**src/source/rp_pkg.sv**
```systemverilog
/* analog core package
   shared sizes, sample and bus types, pin code conversion */
`default_nettype none

package rp_pkg;

  ////////////////////
  // sizes
  ////////////////////

  localparam int SMP_W      = 14;                 // adc/dac sample width
  localparam int MUL_W      = 16;                 // gain width
  localparam int GAIN_SHIFT = 14;                 // product shift, 2^14 is unity
  localparam logic signed [MUL_W-1:0] GAIN_ONE = 16'sd16384;

  localparam int BUS_W      = 32;                 // bus addr and data
  localparam int N_REGIONS  = 8;
  localparam int REGION_LSB = 20;                 // region field is addr[22:20]
  localparam int REGION_W   = $clog2(N_REGIONS);
  localparam int REGION_HK    = 0;
  localparam int REGION_CALIB = 1;

  localparam int LED_W      = 8;

  ////////////////////
  // types
  ////////////////////

  typedef logic signed [SMP_W-1:0] sample_t;
  typedef logic signed [MUL_W-1:0] gain_t;

  typedef struct packed {
    sample_t ch0;
    sample_t ch1;
  } sample_pair_t;                                // two's complement pair

  typedef struct packed {
    logic [SMP_W-1:0] ch0;
    logic [SMP_W-1:0] ch1;
  } pin_pair_t;                                   // negative slope offset binary

  typedef struct packed {
    gain_t   gain;
    sample_t offset;
  } lin_cfg_t;

  typedef struct packed {
    lin_cfg_t [1:0] adc_cfg;                      // index is channel
    lin_cfg_t [1:0] dac_cfg;
  } calib_cfg_t;

  typedef struct packed {
    logic [BUS_W-1:0] addr;
    logic [BUS_W-1:0] wdata;
    logic             wen;                        // single cycle pulse
    logic             ren;                        // single cycle pulse
  } sys_req_t;

  typedef struct packed {
    logic [BUS_W-1:0] rdata;
    logic             ack;
  } sys_rsp_t;

  // same flip in both directions, msb kept and the rest inverted
  function automatic logic [SMP_W-1:0] neg_slope(input logic [SMP_W-1:0] d);
    return {d[SMP_W-1], ~d[SMP_W-2:0]};
  endfunction

endpackage

`default_nettype wire

```
**src/source/sys_bus_decoder.sv**
```systemverilog
/* system bus decoder
   splits the address space into eight regions, gates strobes per block,
   muxes responses back and answers unmapped regions in the same cycle */
`timescale 1ns/1ps
`default_nettype none

module sys_bus_decoder import rp_pkg::*; (
  input  sys_req_t sys_req_i,  // from bus master
  output sys_rsp_t sys_rsp_o,
  // housekeeping block
  output sys_req_t hk_req_o,
  input  sys_rsp_t hk_rsp_i,
  // calibration block
  output sys_req_t cal_req_o,
  input  sys_rsp_t cal_rsp_i
);

////////////////////
// region decode
////////////////////

logic [REGION_W-1:0] region;
logic                hk_sel;
logic                cal_sel;

assign region  = sys_req_i.addr[REGION_LSB +: REGION_W];
assign hk_sel  = (region == REGION_W'(REGION_HK));
assign cal_sel = (region == REGION_W'(REGION_CALIB));

// addr and wdata fan out unchanged, strobes only to the selected block
always_comb
begin
  hk_req_o      = sys_req_i;
  hk_req_o.wen  = sys_req_i.wen & hk_sel;
  hk_req_o.ren  = sys_req_i.ren & hk_sel;
  cal_req_o     = sys_req_i;
  cal_req_o.wen = sys_req_i.wen & cal_sel;
  cal_req_o.ren = sys_req_i.ren & cal_sel;
end

////////////////////
// response mux
////////////////////

always_comb
begin
  sys_rsp_o = '0;
  if (hk_sel)
    sys_rsp_o = hk_rsp_i;
  else if (cal_sel)
    sys_rsp_o = cal_rsp_i;
  else
    sys_rsp_o.ack = sys_req_i.wen | sys_req_i.ren;  // unmapped, zero data, no wait
end

endmodule

`default_nettype wire

```
**src/source/housekeeping_regs.sv**
```systemverilog
/* housekeeping registers
   leds, digital loop switch and static dac levels on bus region 0 */
`timescale 1ns/1ps
`default_nettype none

module housekeeping_regs import rp_pkg::*; (
  input  logic             adc_clk,
  input  logic             top_rst,
  // bus
  input  sys_req_t         req_i,
  output sys_rsp_t         rsp_o,
  // control outputs
  output logic [LED_W-1:0] led_o,
  output logic             digital_loop_o,
  output sample_pair_t     dac_level_o     // static dac source
);

logic [REGION_LSB-1:0] ofs;     // byte offset inside the region
logic [BUS_W-1:0]      rd_val;
logic [BUS_W-1:0]      rdata_q;
logic                  ack_q;

assign ofs = req_i.addr[REGION_LSB-1:0];

////////////////////
// register writes
////////////////////

always_ff @(posedge adc_clk, posedge top_rst)
begin
  if (top_rst)
  begin
    digital_loop_o <= 1'b0;
    led_o          <= '0;
    dac_level_o    <= '0;
  end
  else if (req_i.wen)
  begin
    case (ofs)
      'h0: digital_loop_o  <= req_i.wdata[0];
      'h4: led_o           <= req_i.wdata[LED_W-1:0];
      'h8: dac_level_o.ch0 <= req_i.wdata[SMP_W-1:0];
      'hC: dac_level_o.ch1 <= req_i.wdata[SMP_W-1:0];
      default: ;                                     // hole, write dropped
    endcase
  end
end

////////////////////
// readback
////////////////////

always_comb
begin
  rd_val = '0;                                       // holes read zero
  case (ofs)
    'h0: rd_val[0]            = digital_loop_o;
    'h4: rd_val[LED_W-1:0]    = led_o;
    'h8: rd_val[SMP_W-1:0]    = dac_level_o.ch0;
    'hC: rd_val[SMP_W-1:0]    = dac_level_o.ch1;
    default: rd_val = '0;
  endcase
end

always_ff @(posedge adc_clk, posedge top_rst)
begin
  if (top_rst)
    ack_q <= 1'b0;
  else
    ack_q <= req_i.wen | req_i.ren;                  // one cycle after strobe
end

always_ff @(posedge adc_clk)
begin
  if (req_i.ren)
    rdata_q <= rd_val;
end

assign rsp_o = '{rdata: rdata_q, ack: ack_q};

endmodule

`default_nettype wire

```
**src/source/calib_regs.sv**
```systemverilog
/* calibration registers
   adc and dac gain/offset per channel on bus region 1, unity gain at reset */
`timescale 1ns/1ps
`default_nettype none

module calib_regs import rp_pkg::*; (
  input  logic       adc_clk,
  input  logic       top_rst,
  // bus
  input  sys_req_t   req_i,
  output sys_rsp_t   rsp_o,
  // calibration to datapaths
  output calib_cfg_t calib_o
);

logic [REGION_LSB-1:0] ofs;
logic                  hit;      // offset lands on one of the eight registers
lin_cfg_t              rd_cfg;
logic [BUS_W-1:0]      rd_val;
logic [BUS_W-1:0]      rdata_q;
logic                  ack_q;

// ofs[4] dac, ofs[3] offset, ofs[2] channel
assign ofs = req_i.addr[REGION_LSB-1:0];
assign hit = (ofs[REGION_LSB-1:5] == '0) && (ofs[1:0] == 2'b00);

////////////////////
// register writes
////////////////////

always_ff @(posedge adc_clk, posedge top_rst)
begin
  if (top_rst)
  begin
    for (int i = 0; i < 2; i++)
    begin
      calib_o.adc_cfg[i] <= '{gain: GAIN_ONE, offset: '0};
      calib_o.dac_cfg[i] <= '{gain: GAIN_ONE, offset: '0};
    end
  end
  else if (req_i.wen && hit)
  begin
    case (ofs[4:3])
      2'b00:   calib_o.adc_cfg[ofs[2]].gain   <= req_i.wdata[MUL_W-1:0];
      2'b01:   calib_o.adc_cfg[ofs[2]].offset <= req_i.wdata[SMP_W-1:0];
      2'b10:   calib_o.dac_cfg[ofs[2]].gain   <= req_i.wdata[MUL_W-1:0];
      default: calib_o.dac_cfg[ofs[2]].offset <= req_i.wdata[SMP_W-1:0];
    endcase
  end
end

////////////////////
// readback
////////////////////

assign rd_cfg = ofs[4] ? calib_o.dac_cfg[ofs[2]] : calib_o.adc_cfg[ofs[2]];

// fields come back zero extended, not sign extended
assign rd_val = !hit   ? '0 :
                ofs[3] ? {{(BUS_W-SMP_W){1'b0}}, rd_cfg.offset} :
                         {{(BUS_W-MUL_W){1'b0}}, rd_cfg.gain};

always_ff @(posedge adc_clk, posedge top_rst)
begin
  if (top_rst)
    ack_q <= 1'b0;
  else
    ack_q <= req_i.wen | req_i.ren;
end

always_ff @(posedge adc_clk)
begin
  if (req_i.ren)
    rdata_q <= rd_val;
end

assign rsp_o = '{rdata: rdata_q, ack: ack_q};

endmodule

`default_nettype wire

```
**src/source/linear_scaler.sv**
```systemverilog
/* linear scaler
   registered gain, shift, offset and saturation for one channel */
`timescale 1ns/1ps
`default_nettype none

module linear_scaler import rp_pkg::*; (
  input  logic     adc_clk,
  input  logic     top_rst,
  input  sample_t  dat_i,
  input  lin_cfg_t cfg_i,
  output sample_t  dat_o
);

////////////////////
// arithmetic
////////////////////

// full product, 14x16 signed
logic signed [SMP_W+MUL_W-1:0]            prod;
// after dropping the GAIN_SHIFT fraction bits
logic signed [SMP_W+MUL_W-GAIN_SHIFT-1:0] prod_shr;
// one guard bit for the offset add
logic signed [SMP_W+MUL_W-GAIN_SHIFT:0]   sum;
logic                                     sum_ok;   // fits in SMP_W
sample_t                                  sat;

assign prod     = dat_i * cfg_i.gain;
assign prod_shr = prod[SMP_W+MUL_W-1:GAIN_SHIFT];   // arithmetic shift right
assign sum      = prod_shr + cfg_i.offset;

// in range when all bits above the new sign agree with it
assign sum_ok = (&sum[SMP_W+MUL_W-GAIN_SHIFT:SMP_W-1]) |
                ~(|sum[SMP_W+MUL_W-GAIN_SHIFT:SMP_W-1]);

// clamp to max positive or max negative by sign
assign sat = sum_ok ? sum[SMP_W-1:0]
                    : {sum[SMP_W+MUL_W-GAIN_SHIFT], {(SMP_W-1){~sum[SMP_W+MUL_W-GAIN_SHIFT]}}};

////////////////////
// output stage
////////////////////

always_ff @(posedge adc_clk, posedge top_rst)
begin
  if (top_rst)
    dat_o <= '0;
  else
    dat_o <= sat;     // one cycle through the stage
end

endmodule

`default_nettype wire

```
**src/source/adc_front_end.sv**
```systemverilog
/* adc front end
   pin register, offset binary to two's complement, loopback select, calibration */
`timescale 1ns/1ps
`default_nettype none

module adc_front_end import rp_pkg::*; (
  input  logic             adc_clk,
  input  logic             top_rst,
  input  logic [SMP_W-1:0] adc_dat_a_i,   // ch0 pins, negative slope
  input  logic [SMP_W-1:0] adc_dat_b_i,   // ch1 pins
  input  logic             digital_loop_i,
  input  sample_pair_t     loop_dat_i,    // calibrated dac samples
  input  lin_cfg_t [1:0]   cfg_i,
  output sample_pair_t     adc_dat_o
);

pin_pair_t    pin_q;
sample_pair_t raw;
sample_pair_t mux;

// io register, kept free of logic
always_ff @(posedge adc_clk)
begin
  pin_q <= '{ch0: adc_dat_a_i, ch1: adc_dat_b_i};
end

assign raw.ch0 = neg_slope(pin_q.ch0);
assign raw.ch1 = neg_slope(pin_q.ch1);

// loop path skips the pin register
assign mux = digital_loop_i ? loop_dat_i : raw;

////////////////////
// calibration
////////////////////

linear_scaler u_scaler_ch0 (
  .adc_clk (adc_clk      ),
  .top_rst (top_rst      ),
  .dat_i   (mux.ch0      ),
  .cfg_i   (cfg_i[0]     ),
  .dat_o   (adc_dat_o.ch0)
);

linear_scaler u_scaler_ch1 (
  .adc_clk (adc_clk      ),
  .top_rst (top_rst      ),
  .dat_i   (mux.ch1      ),
  .cfg_i   (cfg_i[1]     ),
  .dat_o   (adc_dat_o.ch1)
);

endmodule

`default_nettype wire

```
**src/source/dac_back_end.sv**
```systemverilog
/* dac back end
   calibrates the static levels and registers negative slope pin codes */
`timescale 1ns/1ps
`default_nettype none

module dac_back_end import rp_pkg::*; (
  input  logic           adc_clk,
  input  logic           top_rst,
  input  sample_pair_t   dac_level_i,
  input  lin_cfg_t [1:0] cfg_i,
  output sample_pair_t   dac_cal_o,     // also feeds the digital loop
  output pin_pair_t      dac_dat_o
);

////////////////////
// calibration
////////////////////

linear_scaler u_scaler_ch0 (
  .adc_clk (adc_clk        ),
  .top_rst (top_rst        ),
  .dat_i   (dac_level_i.ch0),
  .cfg_i   (cfg_i[0]       ),
  .dat_o   (dac_cal_o.ch0  )
);

linear_scaler u_scaler_ch1 (
  .adc_clk (adc_clk        ),
  .top_rst (top_rst        ),
  .dat_i   (dac_level_i.ch1),
  .cfg_i   (cfg_i[1]       ),
  .dat_o   (dac_cal_o.ch1  )
);

////////////////////
// pin codes
////////////////////

// reset value is the code of a zero sample, 14'h1fff
always_ff @(posedge adc_clk, posedge top_rst)
begin
  if (top_rst)
  begin
    dac_dat_o.ch0 <= neg_slope('0);
    dac_dat_o.ch1 <= neg_slope('0);
  end
  else
  begin
    dac_dat_o.ch0 <= neg_slope(dac_cal_o.ch0);   // sign kept, magnitude flipped
    dac_dat_o.ch1 <= neg_slope(dac_cal_o.ch1);
  end
end

endmodule

`default_nettype wire

```
**src/source/rp_analog_top.sv**
```systemverilog
/* analog core top
   bus decoder, register blocks, adc and dac datapaths in the adc_clk domain */
`timescale 1ns/1ps
`default_nettype none

module rp_analog_top import rp_pkg::*; (
  input  logic             adc_clk,
  input  logic             top_rst,
  // system bus
  input  sys_req_t         sys_req_i,
  output sys_rsp_t         sys_rsp_o,
  // adc
  input  logic [SMP_W-1:0] adc_dat_a_i,
  input  logic [SMP_W-1:0] adc_dat_b_i,
  output sample_pair_t     adc_dat_o,
  // dac
  output pin_pair_t        dac_dat_o,
  // leds
  output logic [LED_W-1:0] led_o
);

sys_req_t     hk_req, cal_req;
sys_rsp_t     hk_rsp, cal_rsp;
logic         digital_loop;
sample_pair_t dac_level;
sample_pair_t dac_cal;       // calibrated dac, looped back into adc path
calib_cfg_t   calib;

////////////////////
// bus and registers
////////////////////

sys_bus_decoder u_decoder (
  .sys_req_i (sys_req_i), .sys_rsp_o (sys_rsp_o),
  .hk_req_o  (hk_req   ), .hk_rsp_i  (hk_rsp   ),
  .cal_req_o (cal_req  ), .cal_rsp_i (cal_rsp  )
);

housekeeping_regs u_hk (
  .adc_clk        (adc_clk     ), .top_rst     (top_rst  ),
  .req_i          (hk_req      ), .rsp_o       (hk_rsp   ),
  .led_o          (led_o       ),
  .digital_loop_o (digital_loop), .dac_level_o (dac_level)
);

calib_regs u_calib (
  .adc_clk (adc_clk), .top_rst (top_rst),
  .req_i   (cal_req), .rsp_o   (cal_rsp),
  .calib_o (calib  )
);

////////////////////
// datapaths
////////////////////

adc_front_end u_adc (
  .adc_clk        (adc_clk      ), .top_rst     (top_rst    ),
  .adc_dat_a_i    (adc_dat_a_i  ), .adc_dat_b_i (adc_dat_b_i),
  .digital_loop_i (digital_loop ), .loop_dat_i  (dac_cal    ),
  .cfg_i          (calib.adc_cfg), .adc_dat_o   (adc_dat_o  )
);

dac_back_end u_dac (
  .adc_clk     (adc_clk      ), .top_rst   (top_rst  ),
  .dac_level_i (dac_level    ), .cfg_i     (calib.dac_cfg),
  .dac_cal_o   (dac_cal      ), .dac_dat_o (dac_dat_o)
);

endmodule

`default_nettype wire

```
**config.mk**
```make
export PLATFORM = sky130hd
export DESIGN_NAME = rp_analog_top
export DESIGN_NICKNAME = d
export VERILOG_FILES = /design/src/source/rp_pkg.sv /design/src/source/sys_bus_decoder.sv /design/src/source/housekeeping_regs.sv /design/src/source/calib_regs.sv /design/src/source/linear_scaler.sv /design/src/source/adc_front_end.sv /design/src/source/dac_back_end.sv /design/src/source/rp_analog_top.sv
export SDC_FILE = /design/constraint.sdc
export NUM_CORES = 2
export LEC_CHECK = 0
export BUFFER_PORTS_ARGS = -buffer_cell sky130_fd_sc_hd__buf_2
export CAP_MARGIN = 15
export CORE_ASPECT_RATIO = 0.6
export CORE_MARGIN = 5
export CORE_UTILIZATION = 50
export CTS_BUF_LIST = sky130_fd_sc_hd__clkbuf_4
export CTS_CLUSTER_SIZE = 10
export DETAILED_ROUTE_END_ITERATION = 7
export PLACE_DENSITY = 0.65
export SYNTH_ARGS = -nofsm -noshare
export SYNTH_HDL_FRONTEND = slang
export SYNTH_SLANG_ARGS = --single-unit
```
**constraint.sdc**
```tcl
create_clock -name adc_clk -period 13.2 [get_ports adc_clk]
set_input_delay 0.66 -clock adc_clk [delete_from_list [all_inputs] [get_ports adc_clk]]
set_output_delay 0.66 -clock adc_clk [all_outputs]
set_load 0.03 [all_outputs]
```
==> flow_metrics.env <==
export IMPL_cpMostUsedCell="fa_1"
export IMPL_tns_ns=0
export IMPL_port_buffer_count=151
export IMPL_post_dp_hpwl_um=99400
export IMPL_postSynthCellCount=4793
export IMPL_outcome="finished with violations"
export IMPL_synth_warnings=0
export IMPL_clk_transition_reported_paths_ns=0.08
export IMPL_vias_per_cell=5.33
export IMPL_cts_root_buffer="clkbuf_4"
export IMPL_die_x_um=405
export IMPL_gr_total_overflow=0
export IMPL_firstDrtPassIters=8
export IMPL_crit_fanout=30
export IMPL_post_drt_wl_per_cell_um=20.1
export IMPL_end_kind="flip-flop"
export IMPL_setup_viol=0
export IMPL_filler_cell_count=8251
export IMPL_synth_largest_area_cell="fa_1"
export IMPL_slew_viol_final=0
export IMPL_vias=33000
export IMPL_synth_top_area_share_pct=37.5
export IMPL_post_route_drc_count=2
export IMPL_ff2ff_setup_slack_ns=2.78
export IMPL_hp_class="in2reg"
export IMPL_rows=86
export IMPL_min_period_over_period_pct=78.9
export IMPL_ctsResizeCount=0
export IMPL_grt_usage_pct=25.7
export IMPL_place_congestion=0.895
export IMPL_drt_initial_drc_count=2508
export IMPL_crit_buf_inv=3
export IMPL_violations="DRC"
export IMPL_critPathLaunchType="flip-flop"
export IMPL_peakVddDrop_mv=0.0482
export IMPL_core_area_um2=92200
export IMPL_setup_worst_path_class="reg2reg"
export IMPL_ys_seq_elements=301
export IMPL_finish_net_count=6204
export IMPL_cp_required_ns=14.02
export IMPL_crit_arrival_ns=11.23
export IMPL_dpl_instance_area_um2=48500
export IMPL_dieArea_um2=99800
export IMPL_cts_sinks=301
export IMPL_skew_ns=0.0875
export IMPL_postCtsHoldBufs=29
export IMPL_cts_tree="done"
export IMPL_clockBufferDepth=3
export IMPL_cts_setup_buffers=0
export IMPL_layout_min_cycle_time_ns=10.42
export IMPL_synth_area_per_cell_um2=9.74
export IMPL_rsz0062_at_grt="false"
export IMPL_h_tree_depth=3
export IMPL_synth_area_leaders="fa_1 (38%), dfrtp_1 (11%), ha_1 (9.1%)"
export IMPL_slowest_delay_ns=1.09
export IMPL_synth_edf_count=30
export IMPL_drtAntennaViolNets=0
export IMPL_fmax_mhz=96.0
export IMPL_pin_count=193
export IMPL_die_h_um=247
export IMPL_total_leakage_power_nw=25.6
export IMPL_start_util_pct=50.6
export IMPL_fin_area_um2=50100
export IMPL_grt_max_degree=121
export IMPL_synth_area_um2=46700
export IMPL_crit_slowest_cell="dfrtp_2"
export IMPL_area_delta_synth_final_pct=7.17
export IMPL_synth_cell_type_count=75
export IMPL_worst_pin_slew_ns=1.23
export IMPL_crit_family="adder cells"
export IMPL_layout_drive_gt1_share_pct=10.8
export IMPL_grt_antenna_before_repair=12
export IMPL_async_reset_ff_share_pct=80.7
export IMPL_max_cap_violations=0
export IMPL_synth_ff_type="dfrtp_1"
export IMPL_yosysSeqAreaShare_pct=16.2
export IMPL_grt_pass1_wl_um=199000
export IMPL_grt_pass1_vias=34400
export IMPL_clk_latency_ns=0.86
export IMPL_wirelength_um=124000
export IMPL_cts_made_buffers=78
export IMPL_relSlewSlack_pct=16.4
export IMPL_hold_viol=0
export IMPL_powerDensity_nw_per_um2=43.3
==> synth_stat cells (25+ instances only) <==
cell type and number:
a21o_1 77, a21oi_1 76, and2_1 416, clkbuf_1 182
dfrtp_1 213, dfstp_2 30, dfxtp_1 28, edfxtp_1 30
fa_1 876, ha_1 338, inv_1 1019, mux2_2 103
mux2i_1 62, mux4_2 31, nand2_1 571, nand2b_1 37
nand3_1 49, nor2_1 149, nor3_1 25, o21ai_0 88
xnor2_1 108, xor2_1 39
==> final cells by class <==
cell class,instances,area [µm²],share of cell area (%)
flip-flops and latches,301,7580,15.1
diodes,9,22.5,0.0450
well taps,1232,1540,3.08
clock inverters,31,365,0.730
multi-input cells,3267,34500,68.9
repair buffers,225,1390,2.78
clock buffers,107,803,1.60
inverters,1021,3840,7.67
==> through the flow <==
step / worst slack, ns / hold WS, ns / utilization [%] / cells / power [mW]
final: 2.78 / 0.0994 / 54.3 / 6193 / 2.17
after CTS: 2.82 / 0.0147 / 54.2 / 6181 / 2.18
after global placement: 2.96 / 0.389 / 52.6 / 6014 / 1.19
after global routing: 2.08 / 0.0715 / 54.3 / 6187 / 2.25
after detailed placement: 2.83 / 0.393 / 52.6 / 6014 / 1.19
after floorplan: 3.98 / 0.348 / - / 4808 / 1.12
==> power by group <==
group	switching, mW	internal (mW)	leakage, nW
Combinational	0.157	0.0752	21.2
Sequential	0.00542	0.946	3.73
Clock	0.444	0.539	0.666
==> logic make-up after synthesis <==
| logic type | count (synthesis) | synth area share [%] |
|---|---|---|
| multiplexers | 196 | 5.31 |
| XOR/XNOR | 147 | 2.76 |
| AND/OR/NAND/NOR | 1334 | 13.9 |
| AO/OA/AOI/OAI | 360 | 5.08 |
| adder cells (fa/ha/maj) | 1214 | 46.6 |
| flip-flops | 301 | 16.2 |
| other | 1 | 0.00803 |
| buffers and inverters | 1240 | 10.1 |
==> worst paths after layout <==
| check | startpoint | end | depth (start not counted) |
|---|---|---|---|
| worst min register to register | u_dac.u_scaler_ch0.dat_o[8] | u_dac.dac_dat_o[22] | 1 |
| worst max-delay path | u_hk.digital_loop_o | u_adc.u_scaler_ch1.dat_o[1] | 32 |
| min in group asynchronous | top_rst | u_adc.u_scaler_ch1.dat_o[6] | 3 |
| max in group asynchronous | top_rst | u_hk.led_o[2] | 5 |
| worst max register to register | u_hk.digital_loop_o | u_adc.u_scaler_ch1.dat_o[1] | 32 |
| worst min-delay path | sys_req_i[16] | u_calib.calib_o[28] | 3 |
==> metal layers <==
layer,GRT usage [%],vias up,wire [µm]
met5,0,-,27
met4,7.42,4,3750
met3,5.55,187,10700
met2,37.4,1191,52100
met1,38.8,16800,57800
li1,-,14800,-
==> tightest hold or removal path, delay by kind of cell <==
kind / cells / cell delay, ns
buffers and inverters: 1 / 0.16
AND/OR/NAND/NOR: 2 / 0.12
==> state kept, by name, indices dropped and copies added (netlist names) <==
| name | count |
|---|---|
| u_calib.ack_q | 1 |
| u_dac.u_scaler_ch1.dat_o | 14 |
| u_adc.u_scaler_ch0.dat_o | 14 |
| u_hk.digital_loop_o | 1 |
| u_hk.ack_q | 1 |
| u_calib.rdata_q | 16 |
| u_hk.rdata_q | 14 |
| u_dac.dac_dat_o | 28 |
| u_hk.dac_level_o | 28 |
| u_hk.led_o | 8 |
| u_adc.u_scaler_ch1.dat_o | 14 |
| u_dac.u_scaler_ch0.dat_o | 14 |
| u_adc.pin_q | 28 |
| u_calib.calib_o | 120 |
==> layout by cell type, fill, tap and decap left out, types with 103 or more instances in the layout <==
cell type / count
fa_1: 876
xnor2_1: 108
clkbuf_4: 107
and2_1: 416
nand2_1: 571
buf_2: 151
nor2_1: 149
mux2_2: 103
ha_1: 338
inv_1: 1018
dfrtp_1: 212
(Power assumes the default switching activity.)
